**config.mk**
```make
export PLATFORM = sky130hd
export DESIGN_NAME = bitmanip_top
export DESIGN_NICKNAME = d
export VERILOG_FILES = /design/src/source/bitmanip_pkg.sv /design/src/source/bit_exec_if.sv /design/src/source/bit_decoder.sv /design/src/source/bit_alu.sv /design/src/source/bit_exec.sv /design/src/source/axil_bitmanip_regs.sv /design/src/source/bitmanip_top.sv
export VERILOG_INCLUDE_DIRS = /design/src /design/src/include
export SDC_FILE = /design/constraint.sdc
export NUM_CORES = 1
export LEC_CHECK = 0
export BUFFER_PORTS_ARGS = -buffer_cell sky130_fd_sc_hd__buf_2
export CAP_MARGIN = 20
export CELL_PAD_IN_SITES_DETAIL_PLACEMENT = 1
export CELL_PAD_IN_SITES_GLOBAL_PLACEMENT = 1
export CORE_ASPECT_RATIO = 0.6
export CORE_MARGIN = 10
export CORE_UTILIZATION = 37
export DETAILED_ROUTE_END_ITERATION = 12
export HOLD_SLACK_MARGIN = 0.02
export PLACE_DENSITY = 0.64
export SLEW_MARGIN = 10
export SYNTH_ARGS = -nofsm -noshare
export SYNTH_HDL_FRONTEND = slang
export SYNTH_HIERARCHICAL = 1
export SYNTH_SLANG_ARGS = --single-unit
```
**constraint.sdc**
```tcl
create_clock -name clk -period 62.3 [get_ports clk]
set_input_delay 6.23 -clock clk [delete_from_list [all_inputs] [get_ports clk]]
set_output_delay 6.23 -clock clk [all_outputs]
set_load 0.03 [all_outputs]
```
**src/include/bitmanip_settings.svh**
```systemverilog
`ifndef BITMANIP_SETTINGS_SVH
`define BITMANIP_SETTINGS_SVH

// Operand and result width.
`define BM_DATA_W 32

// AXI4-Lite byte address width.
`define BM_ADDR_W 5

// Register map in byte offsets.
`define BM_REG_RS1    5'h00
`define BM_REG_RS2    5'h04
`define BM_REG_INSTR  5'h08
`define BM_REG_STATUS 5'h0C // Read only.
`define BM_REG_RESULT 5'h10 // Read only.

// Bit positions inside STATUS.
`define BM_STAT_DONE    0
`define BM_STAT_ILLEGAL 1
`define BM_STAT_BUSY    2

`endif

```
**src/source/bitmanip_pkg.sv**
```systemverilog
`include "bitmanip_settings.svh"

package bitmanip_pkg;

  typedef logic [`BM_DATA_W-1:0] word_t;
  typedef logic [`BM_ADDR_W-1:0] addr_t;
  typedef logic [31:0]           instr_t;
  typedef logic [4:0]            shamt_t; // Shift amount or bit index.

  // Immediate forms reuse the register operation.
  typedef enum logic [4:0] {
    OP_NONE,
    OP_SH1ADD,
    OP_SH2ADD,
    OP_SH3ADD,
    OP_ANDN,
    OP_ORN,
    OP_XNOR,
    OP_CLZ,
    OP_CTZ,
    OP_CPOP,
    OP_MAX,
    OP_MAXU,
    OP_MIN,
    OP_MINU,
    OP_ORCB,
    OP_REV8,
    OP_ROL,
    OP_ROR,
    OP_SEXTB,
    OP_SEXTH,
    OP_ZEXTH,
    OP_BCLR,
    OP_BEXT,
    OP_BINV,
    OP_BSET
  } bit_op_t;

  typedef logic [1:0] axi_resp_t;

  localparam axi_resp_t RESP_OKAY   = 2'b00;
  localparam axi_resp_t RESP_SLVERR = 2'b10;

endpackage

```
**src/source/bit_exec_if.sv**
```systemverilog
// Launch and completion handshake between the register block and execute stage.
interface bit_exec_if import bitmanip_pkg::*; ();

  logic   start; // One-cycle launch pulse.
  word_t  rs1;
  word_t  rs2;
  instr_t instr;

  word_t  result;
  logic   done;  // One cycle after start.
  logic   illegal;

  modport regs (
    output start,
    output rs1,
    output rs2,
    output instr,
    input  result,
    input  done,
    input  illegal
  );

  modport exec (
    input  start,
    input  rs1,
    input  rs2,
    input  instr,
    output result,
    output done,
    output illegal
  );

endinterface

```
**src/source/bit_decoder.sv**
```systemverilog
module bit_decoder import bitmanip_pkg::*; (
  input  instr_t  instr,
  output bit_op_t op,
  output word_t   imm,
  output logic    use_imm,
  output logic    illegal
);

  localparam logic [6:0] OPC_OP     = 7'b0110011;
  localparam logic [6:0] OPC_OP_IMM = 7'b0010011;

  logic [6:0] opcode;
  logic [6:0] funct7;
  logic [2:0] funct3;
  shamt_t     rs2_f; // rs2 field, or shamt in OP-IMM.

  assign opcode = instr[6:0];
  assign funct3 = instr[14:12];
  assign funct7 = instr[31:25];
  assign rs2_f  = instr[24:20];

  assign imm     = word_t'(rs2_f);
  assign illegal = (op == OP_NONE);

  always_comb begin
    op      = OP_NONE;
    use_imm = 1'b0;
    if (opcode == OPC_OP) begin
      case ({funct7, funct3})
        {7'b0010000, 3'b010}: op = OP_SH1ADD;
        {7'b0010000, 3'b100}: op = OP_SH2ADD;
        {7'b0010000, 3'b110}: op = OP_SH3ADD;
        {7'b0100000, 3'b111}: op = OP_ANDN;
        {7'b0100000, 3'b110}: op = OP_ORN;
        {7'b0100000, 3'b100}: op = OP_XNOR;
        {7'b0000101, 3'b110}: op = OP_MAX;
        {7'b0000101, 3'b111}: op = OP_MAXU;
        {7'b0000101, 3'b100}: op = OP_MIN;
        {7'b0000101, 3'b101}: op = OP_MINU;
        {7'b0110000, 3'b001}: op = OP_ROL;
        {7'b0110000, 3'b101}: op = OP_ROR;
        {7'b0100100, 3'b001}: op = OP_BCLR;
        {7'b0100100, 3'b101}: op = OP_BEXT;
        {7'b0110100, 3'b001}: op = OP_BINV;
        {7'b0010100, 3'b001}: op = OP_BSET;
        {7'b0000100, 3'b100}: op = (rs2_f == 5'd0) ? OP_ZEXTH : OP_NONE; // RV32 zext.h.
        default: op = OP_NONE;
      endcase
    end else if (opcode == OPC_OP_IMM) begin
      case ({funct7, funct3})
        {7'b0110000, 3'b001}: begin
          // Unary group selected by the rs2 field.
          case (rs2_f)
            5'd0:    op = OP_CLZ;
            5'd1:    op = OP_CTZ;
            5'd2:    op = OP_CPOP;
            5'd4:    op = OP_SEXTB;
            5'd5:    op = OP_SEXTH;
            default: op = OP_NONE;
          endcase
        end
        {7'b0010100, 3'b101}: op = (rs2_f == 5'd7) ? OP_ORCB : OP_NONE;
        {7'b0110100, 3'b101}: op = (rs2_f == 5'd24) ? OP_REV8 : OP_NONE;
        {7'b0110000, 3'b101}: op = OP_ROR;  // rori
        {7'b0100100, 3'b001}: op = OP_BCLR; // bclri
        {7'b0100100, 3'b101}: op = OP_BEXT; // bexti
        {7'b0110100, 3'b001}: op = OP_BINV; // binvi
        {7'b0010100, 3'b001}: op = OP_BSET; // bseti
        default: op = OP_NONE;
      endcase
      use_imm = (op == OP_ROR) || (op == OP_BCLR) || (op == OP_BEXT) ||
                (op == OP_BINV) || (op == OP_BSET);
    end
  end

endmodule

```
**src/source/bit_alu.sv**
```systemverilog
module bit_alu import bitmanip_pkg::*; (
  input  bit_op_t op,
  input  word_t   rdata1,
  input  word_t   rdata2,
  output word_t   result
);

  localparam int W = $bits(word_t);

  shamt_t index; // Rotate amount or bit position.
  word_t  bit_mask;

  assign index    = rdata2[4:0];
  assign bit_mask = word_t'(1) << index;

  function automatic word_t count_lz(word_t a);
    word_t cnt;
    logic  hit;
    cnt = '0;
    hit = 1'b0;
    for (int i = W - 1; i >= 0; i--) begin
      if (a[i]) begin
        hit = 1'b1;
      end else if (!hit) begin
        cnt = cnt + 1'b1;
      end
    end
    return cnt;
  endfunction

  function automatic word_t count_tz(word_t a);
    word_t cnt;
    logic  hit;
    cnt = '0;
    hit = 1'b0;
    for (int i = 0; i < W; i++) begin
      if (a[i]) begin
        hit = 1'b1;
      end else if (!hit) begin
        cnt = cnt + 1'b1;
      end
    end
    return cnt;
  endfunction

  function automatic word_t count_pop(word_t a);
    word_t cnt;
    cnt = '0;
    for (int i = 0; i < W; i++) begin
      cnt = cnt + word_t'(a[i]);
    end
    return cnt;
  endfunction

  // Byte-wise OR reduce to 00 or FF per byte.
  function automatic word_t or_combine(word_t a);
    word_t res;
    for (int b = 0; b < W / 8; b++) begin
      res[8*b +: 8] = (|a[8*b +: 8]) ? 8'hFF : 8'h00;
    end
    return res;
  endfunction

  function automatic word_t byte_rev(word_t a);
    word_t res;
    for (int b = 0; b < W / 8; b++) begin
      res[8*b +: 8] = a[8*(W/8-1-b) +: 8];
    end
    return res;
  endfunction

  function automatic word_t rotate(word_t a, shamt_t s, logic left);
    logic [2*W-1:0] dbl;
    dbl = {a, a};
    if (left) begin
      dbl = dbl << s;
      return dbl[2*W-1:W];
    end
    dbl = dbl >> s;
    return dbl[W-1:0];
  endfunction

  always_comb begin
    case (op)
      OP_SH1ADD: result = (rdata1 << 1) + rdata2;
      OP_SH2ADD: result = (rdata1 << 2) + rdata2;
      OP_SH3ADD: result = (rdata1 << 3) + rdata2;
      OP_ANDN:   result = rdata1 & ~rdata2;
      OP_ORN:    result = rdata1 | ~rdata2;
      OP_XNOR:   result = ~(rdata1 ^ rdata2);
      OP_CLZ:    result = count_lz(rdata1);  // 32 for zero input.
      OP_CTZ:    result = count_tz(rdata1);
      OP_CPOP:   result = count_pop(rdata1);
      OP_MAX:    result = ($signed(rdata1) > $signed(rdata2)) ? rdata1 : rdata2;
      OP_MAXU:   result = (rdata1 > rdata2) ? rdata1 : rdata2;
      OP_MIN:    result = ($signed(rdata1) < $signed(rdata2)) ? rdata1 : rdata2;
      OP_MINU:   result = (rdata1 < rdata2) ? rdata1 : rdata2;
      OP_ORCB:   result = or_combine(rdata1);
      OP_REV8:   result = byte_rev(rdata1);
      OP_ROL:    result = rotate(rdata1, index, 1'b1);
      OP_ROR:    result = rotate(rdata1, index, 1'b0);
      OP_SEXTB:  result = {{(W-8){rdata1[7]}}, rdata1[7:0]};
      OP_SEXTH:  result = {{(W-16){rdata1[15]}}, rdata1[15:0]};
      OP_ZEXTH:  result = {{(W-16){1'b0}}, rdata1[15:0]};
      OP_BCLR:   result = rdata1 & ~bit_mask;
      OP_BEXT:   result = word_t'(rdata1[index]);
      OP_BINV:   result = rdata1 ^ bit_mask;
      OP_BSET:   result = rdata1 | bit_mask;
      default:   result = '0;
    endcase
  end

endmodule

```
**src/source/bit_exec.sv**
```systemverilog
module bit_exec import bitmanip_pkg::*; (
  input  logic     clk,
  input  logic     rst_n,
  bit_exec_if.exec exec
);

  bit_op_t op;
  word_t   imm;
  word_t   op2;
  word_t   alu_result;
  logic    use_imm;
  logic    dec_illegal;

  word_t   result_q;
  logic    done_q;
  logic    illegal_q;

  bit_decoder u_decoder (
    .instr   (exec.instr),
    .op      (op),
    .imm     (imm),
    .use_imm (use_imm),
    .illegal (dec_illegal)
  );

  assign op2 = use_imm ? imm : exec.rs2; // shamt replaces rs2 for immediate forms.

  bit_alu u_alu (
    .op     (op),
    .rdata1 (exec.rs1),
    .rdata2 (op2),
    .result (alu_result)
  );

  always_ff @(posedge clk or negedge rst_n) begin
    if (!rst_n) begin
      done_q    <= 1'b0;
      illegal_q <= 1'b0;
      result_q  <= '0;
    end else begin
      done_q <= exec.start;
      if (exec.start) begin
        illegal_q <= dec_illegal;
        result_q  <= dec_illegal ? '0 : alu_result;
      end
    end
  end

  assign exec.result  = result_q;
  assign exec.done    = done_q;
  assign exec.illegal = illegal_q;

endmodule

```
**src/source/axil_bitmanip_regs.sv**
```systemverilog
`include "bitmanip_settings.svh"

module axil_bitmanip_regs import bitmanip_pkg::*; (
  input  logic      clk,
  input  logic      rst_n,
  input  logic      awvalid,
  output logic      awready,
  input  addr_t     awaddr,
  input  logic      wvalid,
  output logic      wready,
  input  word_t     wdata,
  output logic      bvalid,
  input  logic      bready,
  output axi_resp_t bresp,
  input  logic      arvalid,
  output logic      arready,
  input  addr_t     araddr,
  output logic      rvalid,
  input  logic      rready,
  output word_t     rdata,
  output axi_resp_t rresp,
  bit_exec_if.regs  exec
);

  word_t  rs1_q;
  word_t  rs2_q;
  instr_t instr_q;
  word_t  result_q;
  logic   start_q;
  logic   done_q;
  logic   illegal_q;
  logic   busy_q;

  logic   wr_fire;
  logic   wr_ok;
  logic   wr_instr;
  logic   rd_fire;
  logic   rd_ok;
  word_t  rd_word;
  word_t  status;

  // AW and W are taken together and never while a response or an operation is pending.
  assign awready = awvalid && wvalid && !bvalid && !busy_q;
  assign wready  = awready;
  assign wr_fire = awvalid && awready && wvalid && wready;

  assign wr_ok    = (awaddr == `BM_REG_RS1) || (awaddr == `BM_REG_RS2) ||
                    (awaddr == `BM_REG_INSTR);
  assign wr_instr = wr_fire && (awaddr == `BM_REG_INSTR);

  always_ff @(posedge clk or negedge rst_n) begin
    if (!rst_n) begin
      rs1_q   <= '0;
      rs2_q   <= '0;
      instr_q <= '0;
      start_q <= 1'b0;
      bvalid  <= 1'b0;
      bresp   <= RESP_OKAY;
    end else begin
      start_q <= wr_instr; // Launch in the cycle after the write.
      if (bvalid && bready) begin
        bvalid <= 1'b0;
      end
      if (wr_fire) begin
        bvalid <= 1'b1;
        bresp  <= wr_ok ? RESP_OKAY : RESP_SLVERR;
        case (awaddr)
          `BM_REG_RS1:   rs1_q   <= wdata;
          `BM_REG_RS2:   rs2_q   <= wdata;
          `BM_REG_INSTR: instr_q <= instr_t'(wdata);
          default:       ;
        endcase
      end
    end
  end

  // Operation status.
  always_ff @(posedge clk or negedge rst_n) begin
    if (!rst_n) begin
      busy_q    <= 1'b0;
      done_q    <= 1'b0;
      illegal_q <= 1'b0;
      result_q  <= '0;
    end else if (wr_instr) begin
      busy_q <= 1'b1;
      done_q <= 1'b0;
    end else if (exec.done) begin
      busy_q    <= 1'b0;
      done_q    <= 1'b1;
      illegal_q <= exec.illegal;
      result_q  <= exec.result;
    end
  end

  always_comb begin
    status                   = '0;
    status[`BM_STAT_DONE]    = done_q;
    status[`BM_STAT_ILLEGAL] = illegal_q;
    status[`BM_STAT_BUSY]    = busy_q;
  end

  always_comb begin
    rd_ok = 1'b1;
    case (araddr)
      `BM_REG_RS1:    rd_word = rs1_q;
      `BM_REG_RS2:    rd_word = rs2_q;
      `BM_REG_INSTR:  rd_word = word_t'(instr_q);
      `BM_REG_STATUS: rd_word = status;
      `BM_REG_RESULT: rd_word = result_q;
      default: begin
        rd_word = '0; // Unmapped.
        rd_ok   = 1'b0;
      end
    endcase
  end

  assign arready = rst_n && !rvalid;
  assign rd_fire = arvalid && arready;

  always_ff @(posedge clk or negedge rst_n) begin
    if (!rst_n) begin
      rvalid <= 1'b0;
      rdata  <= '0;
      rresp  <= RESP_OKAY;
    end else if (rd_fire) begin
      rvalid <= 1'b1;
      rdata  <= rd_word;
      rresp  <= rd_ok ? RESP_OKAY : RESP_SLVERR;
    end else if (rvalid && rready) begin
      rvalid <= 1'b0;
    end
  end

  assign exec.start = start_q;
  assign exec.rs1   = rs1_q;
  assign exec.rs2   = rs2_q;
  assign exec.instr = instr_q;

endmodule

```
**src/source/bitmanip_top.sv**
```systemverilog
module bitmanip_top import bitmanip_pkg::*; (
  input  logic      clk,
  input  logic      rst_n,
  input  logic      awvalid,
  output logic      awready,
  input  addr_t     awaddr,
  input  logic      wvalid,
  output logic      wready,
  input  word_t     wdata,
  output logic      bvalid,
  input  logic      bready,
  output axi_resp_t bresp,
  input  logic      arvalid,
  output logic      arready,
  input  addr_t     araddr,
  output logic      rvalid,
  input  logic      rready,
  output word_t     rdata,
  output axi_resp_t rresp
);

  bit_exec_if exec_bus ();

  axil_bitmanip_regs u_regs (
    .clk     (clk),
    .rst_n   (rst_n),
    .awvalid (awvalid),
    .awready (awready),
    .awaddr  (awaddr),
    .wvalid  (wvalid),
    .wready  (wready),
    .wdata   (wdata),
    .bvalid  (bvalid),
    .bready  (bready),
    .bresp   (bresp),
    .arvalid (arvalid),
    .arready (arready),
    .araddr  (araddr),
    .rvalid  (rvalid),
    .rready  (rready),
    .rdata   (rdata),
    .rresp   (rresp),
    .exec    (exec_bus)
  );

  // One operation in flight at a time.
  bit_exec u_exec (
    .clk   (clk),
    .rst_n (rst_n),
    .exec  (exec_bus)
  );

endmodule

```
======== Word level (Yosys, flattened, before mapping) ========
Index checks and enable logic that the tools add are counted.
operators by class
  add/sub/neg operators ................... 96
  reductions and logical operators ........ 36
  equal/unequal tests ..................... 62
  bitwise operators ....................... 10
  shift operators ......................... 4
  muxes and demuxes ....................... 352
  magnitude comparators ................... 5
operators by type and width
  operator               count
  $mux 32                193
  $add 32x1->32 const B  62
  $pmux 32 s24           1
  $pmux 32 s5            1
  $mux 1                 139
  $shr 64x5->32          2
  $add 32x32->32         3
  $not 32->32            3
  $eq 10x9->1 const B    9
  $pmux 5 s17            1
  $eq 5x5->1 const B     16
  $and 32x32->32         2
  $gt 32x32->1           2
  $lt 32x32->1           2
  $mux 64                1
  $or 32x32->32          2
  $shl 64x5->64          1
  $xor 32x32->32         2
  $eq 5x4->1 const B     11
  $eq 10x6->1 const B    5
  $eq 10x8->1 const B    5
  $eq 5x3->1 const B     9
  $pmux 5 s8             1
  $add 31x1->32          1
  other kinds (51)       91
word-level totals
  bits in registers ....................... 204

======== Depth between registers and ports, before layout ========
  depth in word-level cells ............... 134
  mapped depth ............................ 107
  depth with buffers taken out ............ 106

======== By module ========
Netlist, hierarchy kept.
modules (own cells, without submodules)
  module              times used  area an instance (um2)  cells an instance  sequential area each (um2)
  bit_alu             1           22137.5                 3291               0.0
  axil_bitmanip_regs  1           7342.0                  495                4204.0
  bit_exec            1           1975.6                  177                850.8
  bit_decoder         1           820.8                   117                0.0

======== Worst setup path before layout ========
No wires, ideal clock.
  path type ............................... flip-flop to flip-flop
  from .................................... register u_regs.rs1_q[31], in the netlist u_regs/exec.rs1[31]
  to ...................................... register u_exec.result_q[2], in the netlist u_exec/exec.result[2]
  clock period less this slack ............ 19.594 ns
  data arrival time ....................... 19.460 ns
  path slack .............................. 42.706 ns
  stages on the path, launching flop included .. 103
  library setup time ...................... 0.133 ns
  path through ............................ dfrtp_1 -> clkbuf_1 -> clkbuf_1 -> nor2_1 -> ha_1 -> nor2b_1 -> or2_2 -> nor2_1 -> a21oi_1 -> ha_1 -> nor2b_1 -> o31ai_1 -> inv_1 -> ha_1 -> nand2_1 -> o21ai_0 -> ha_1 -> nor2b_1 -> (+67 left out) -> ha_1 -> a21o_1 -> ha_1 -> mux2i_1 -> o21bai_1 -> ha_1 -> inv_1 -> o21ai_0 -> ha_1 -> nand2_1 -> or2_2 -> a21oi_1 -> xor2_1 -> o211ai_1 -> a221oi_1 -> o21ai_0 -> nand3b_1 -> o21ai_0
between the ends
  word-level cells in the longest chain between the ends .. 127
RTL lines
  item                      RTL line                  RTL
  start, declared           axil_bitmanip_regs.sv:25  word_t rs1_q;
  start signal, assigned    axil_bitmanip_regs.sv:68  `BM_REG_RS1: rs1_q <= wdata;
  $mux 1                    bit_alu.sv:22             if (a[i]) begin
  $mux 32                   bit_alu.sv:84             case (op)
  $add 32x1->32             bit_alu.sv:25             cnt = cnt + 1'b1;
  $mux 32                   bit_alu.sv:24             end else if (!hit) begin
  $mux 32                   bit_alu.sv:22
  $mux 32                   bit_alu.sv:84
  $add 32x1->32             bit_alu.sv:25
  $mux 32                   bit_alu.sv:24
  (+112 left out)           -
  $mux 32                   bit_alu.sv:22
  $mux 32                   bit_alu.sv:84
  $add 32x1->32             bit_alu.sv:25
  $mux 32                   bit_alu.sv:24
  $mux 32                   bit_alu.sv:22
  $pmux 32 s24 (*)          bit_alu.sv:84
  via u_exec.alu_result[2]  bit_exec.sv:10            word_t alu_result;
  $mux 32 (*)               bit_exec.sv:44            result_q <= dec_illegal ? '0 : alu_result;
  end signal, assigned      bit_exec.sv:44
  end, declared             bit_exec.sv:14            word_t result_q;
The timed path passes the listed nets; every way through them passes the cells marked *. The select of a mux whose other input is x is not followed.
A chain may end at the register's enable or synchronous reset.

======== Final worst setup path ========
  from .................................... register u_regs.rs1_q[0], in the netlist u_regs/exec.rs1[0]
  to ...................................... register u_exec.result_q[7], in the netlist u_exec/exec.result[7]
between the ends
  word-level cells in the longest chain between the ends .. 127
RTL lines
  item                      RTL line        RTL
  $mux 1                    bit_alu.sv:37   if (a[i]) begin
  $mux 32                   bit_alu.sv:84
  $add 32x1->32             bit_alu.sv:40   cnt = cnt + 1'b1;
  $mux 32                   bit_alu.sv:39   end else if (!hit) begin
  $mux 32                   bit_alu.sv:37
  $mux 32                   bit_alu.sv:84
  $add 32x1->32             bit_alu.sv:40
  $mux 32                   bit_alu.sv:39
  (+112 left out)           -
  $mux 32                   bit_alu.sv:37
  $mux 32                   bit_alu.sv:84
  $add 32x1->32             bit_alu.sv:40
  $mux 32                   bit_alu.sv:39
  $mux 32                   bit_alu.sv:37
  $pmux 32 s24 (*)          bit_alu.sv:84
  via u_exec.alu_result[7]  bit_exec.sv:10
  $mux 32 (*)               bit_exec.sv:44
Marked as above.

==> flow_summary.toml <==
[outcome]
status = "complete, no violations"

[yosys]
ys_ff_latch = 202
yosys_warnings = 6
syn_inst = 4080
synth.area.mux_share = 0.1447
synth_xor_area_frac = 0.1118
syn_area_sq_um = 32280
synthFlopType = "dfrtp_1"
synth.distinct_cells = 124
synth_edf_count = 0
synthSimpleGateAreaFrac = 0.2056
ys_seq_area_frac = 0.1566
synth_top_family_by_area = "compound AO/OA/AOI/OAI gates"
synth_compound_area_frac = 0.2253
synth_fa_ha_area_frac = 0.09048
async_flop_share = 1.000
synth.avg_cell_area_sq_um = 7.911

[global_route]
grt_pass1_vias = 31770
grt_overflow = 0
grt_max_degree = 101
antenna_found_initial = 5
globalRouteTotalUtil = 0.2747
grt_pass1_wl_mm = 214.3

[cts]
clock_path_buffers = 3
clock_sinks = 202
cts_resized = 0
clk_pin_slew_worst_paths_ps = 70
numCtsBuffers = 20
h-tree-depth = 1
cts_tree = "built"
post_cts_buffers = 0
insertion_delay_ps = 560
root_buffer = "clkbuf_16"
cts_hold_buf = 0

[final_layout]
nets = 4312
fin_cells = 5214
postLayoutCellArea_sq_um = 34530
areaGrowthSynthToFinish_pct = 6.978
drive_gt1_frac = 0.1213

[min_path]
hp-start = "u_regs/exec.start"
holdPathEnd = "u_exec/exec.done"
min_path_cells = 0
hold_path.class = "flip-flop to flip-flop"

[timing]
final-setup-viol-count = 0
rsz0062_at_grt = "no"
hold_viol = 0
fin_ws_ps = 39310
drv_slew = 0
fmax_mhz = 43.50
fin_skew_ps = 28.62
min_period_over_period = 0.3690
slew_headroom = 0.1442
setup-tns-final_ps = 0
tightestPinTransition_ps = 1248
fin_crit_ps = 22990

[worst_setup_path]
endpoint_kind = "flip-flop"
worstPathMaxFanout = 14
startpoint_type = "flip-flop"
max_stage_delay_ps = 920
rr_startpoint = "u_regs/exec.rs1[0]"
r2r_slack_ps = 39310
cpMaxStageDelayCell = "dfrtp_1"
r2r-end = "u_exec/exec.result[7]"
required_ps = 62690
crit_path_frequent_cell = "ha_1"
r2r_cells = 104
path_class = "flip-flop to flip-flop"
arrival_ps = 23380

[route]
wl_met2_mm = 53.04
wire_per_inst_microns = 27.78
drc = 0
topRoutingLayerUsed = "met5"
drtIter0Drc = 3528
wirelength_mm = 144.8
drtAntennaViolNets = 0
dr.pass1.iters = 6
num_vias = 32790
routed_via_density = 6.289
wl_met3_mm = 16.40
wl_met1_mm = 73.52

[placement]
place_worst_setup_slack_ps = 39700
place_hpwl_mm = 114.0
dp.cells = 5171
placed_area_sq_um = 33780
gp_congestion = 1.046
numPortBuffers = 87

[pwr]
p_int_mw = 0.9428
power_frac_comb = 0.879
swShare = 0.5741
p_leak_nw = 15.21
vdd_drop_max_uv = 234.5
p_seq_frac = 0.060
power_density_nw_per_um2 = 64.11
clock_power_share = 0.060
switchingPower_mw = 1.271

[floorplanning]
core-area_sq_um = 85990
pin_count = 90
dieWidth_microns = 401.3
initial_utilization = 0.3754
core.rowCount = 83
dieArea_sq_um = 99830
die_y_microns = 248.8

[flow_run]
max_cap_violations = 0
==> logic make-up (layout without fill, tap and decap cells) <==
kind of cell	after synthesis	count (layout)
simple gates	1313	1313
buf+inv	479	435
mux	414	414
compound gates	1098	1098
other cells	2	33
flops	202	202
fa+ha+maj	218	218
xor+xnor	354	354
==> stage by stage <==
stage | hold slack (ps) | total power [mW] | util
after floorplan | 373.2 | 1.617 | -
after global placement | 368.1 | 2.025 | 0.3928
after detailed placement | 371.1 | 2.035 | 0.3929
after CTS | 389.5 | 2.185 | 0.4009
after global routing | 403.6 | 2.395 | 0.4014
final | 389.1 | 2.214 | 0.4015
==> routing by layer <==
metal  track usage  vias to the layer above
li1              -                    14800
met1        0.4341                    16510
met2        0.3505                     1376
met3       0.09431                      108
met4       0.03534                        2
met5             0                        -
==> layout make-up <==
class                      count  area, sq um
multi-input combinational   3426        25330
timing repair buffer         184         1197
fill                       10450        51460
inverter                     215        807.0
clock inverter                 9        122.6
clock buffer                  27        566.8
sequential                   202         5056
tap                         1147         1435
antenna                        4        10.01
==> power groups by stage <==
| stage | sequential (mW) | clock, mW | combinational [mW] |
|---|---|---|---|
| after CTS | 0.133 | 0.136 | 1.92 |
| after detailed placement | 0.136 | 0 | 1.90 |
| after floorplan | 0.136 | 0 | 1.48 |
| after global placement | 0.136 | 0 | 1.89 |
| after global routing | 0.133 | 0.141 | 2.12 |
| final | 0.133 | 0.134 | 1.95 |
==> flip-flops by register name (all words and copies together) (netlist names) <==
name	count
u_regs/rvalid	1
u_regs/exec.start	1
u_regs/bvalid	1
u_exec/exec.illegal	1
u_regs/illegal_q	1
u_regs/exec.rs2	32
u_regs/exec.instr	32
u_regs/rdata	32
u_exec/exec.done	1
u_regs/done_q	1
u_regs/exec.rs1	32
u_regs/result_q	32
u_exec/exec.result	32
u_regs/busy_q	1
u_regs/rresp	1
u_regs/bresp	1
==> how the worst max path moves through the flow <==
stage	start	end	slack (ps)
3_3_place_gp	u_regs/exec.rs1[0]	u_exec/exec.result[7]	40330
5_1_grt	u_regs/exec.rs1[0]	u_exec/exec.result[7]	37540
3_5_place_dp	u_regs/exec.rs1[0]	u_exec/exec.result[7]	39700
4_1_cts	u_regs/exec.rs1[0]	u_exec/exec.result[7]	39610
2_1_floorplan	u_regs/exec.rs1[31]	u_exec/exec.result[2]	42710
6_report	u_regs/exec.rs1[0]	u_exec/exec.result[7]	39310
==> synthesized netlist by cell type, types with 37 or more instances <==
master / number / area [sq um]
a21oi_1: 287 / 1436
a221o_1: 46 / 460.4
o22ai_1: 37 / 231.5
o21ai_0: 272 / 1361
nor2b_1: 63 / 394.1
nand4_1: 46 / 287.8
dfrtp_1: 202 / 5055
inv_1: 210 / 788.3
nand2b_1: 46 / 287.8
nand3_1: 119 / 595.6
nand2_1: 268 / 1006
nand3b_1: 46 / 345.3
mux2i_1: 214 / 2142
mux2_4: 60 / 900.9
nor2_1: 397 / 1490
xnor2_1: 224 / 1962
clkbuf_1: 149 / 559.3
o21bai_1: 59 / 442.9
mux2_2: 105 / 1182
ha_1: 187 / 2340
a221oi_1: 42 / 367.9
nor3_1: 82 / 410.4
xor2_1: 87 / 762.0
==> worst max-delay path, delay by kind of cell, from the launching register on <==
family,cells,cell delay (ps)
AO/OA/AOI/OAI,26,5620
buffers and inverters,9,950
flip-flops,1,920
XOR/XNOR,3,390
multiplexers,13,2010
adder cells (fa/ha/maj),29,9410
AND/OR/NAND/NOR,24,3460
==> cell usage in the layout (no fill, tap or decap), types with 27 or more instances in the layout <==
| master | n |
|---|---|
| nor2_1 | 393 |
| a21oi_1 | 286 |
| o21ai_0 | 272 |
| nand2_1 | 268 |
| xnor2_1 | 223 |
| mux2i_1 | 214 |
| inv_1 | 209 |
| dfrtp_1 | 201 |
| ha_1 | 187 |
| nand3_1 | 119 |
| mux2_2 | 104 |
| buf_4 | 94 |
| xor2_1 | 87 |
| buf_2 | 86 |
| nor3_1 | 82 |
| nor2b_1 | 62 |
| mux2_4 | 61 |
| o21bai_1 | 59 |
| nand3b_1 | 46 |
| nand2b_1 | 46 |
| nand4_1 | 46 |
| a221o_1 | 46 |
| a221oi_1 | 42 |
| o22ai_1 | 37 |
| and2_1 | 36 |
| and3_1 | 35 |
| o2bb2ai_1 | 31 |
| conb_1 | 29 |
| mux2_1 | 29 |
| fa_1 | 27 |
(Power assumes the default switching activity.)
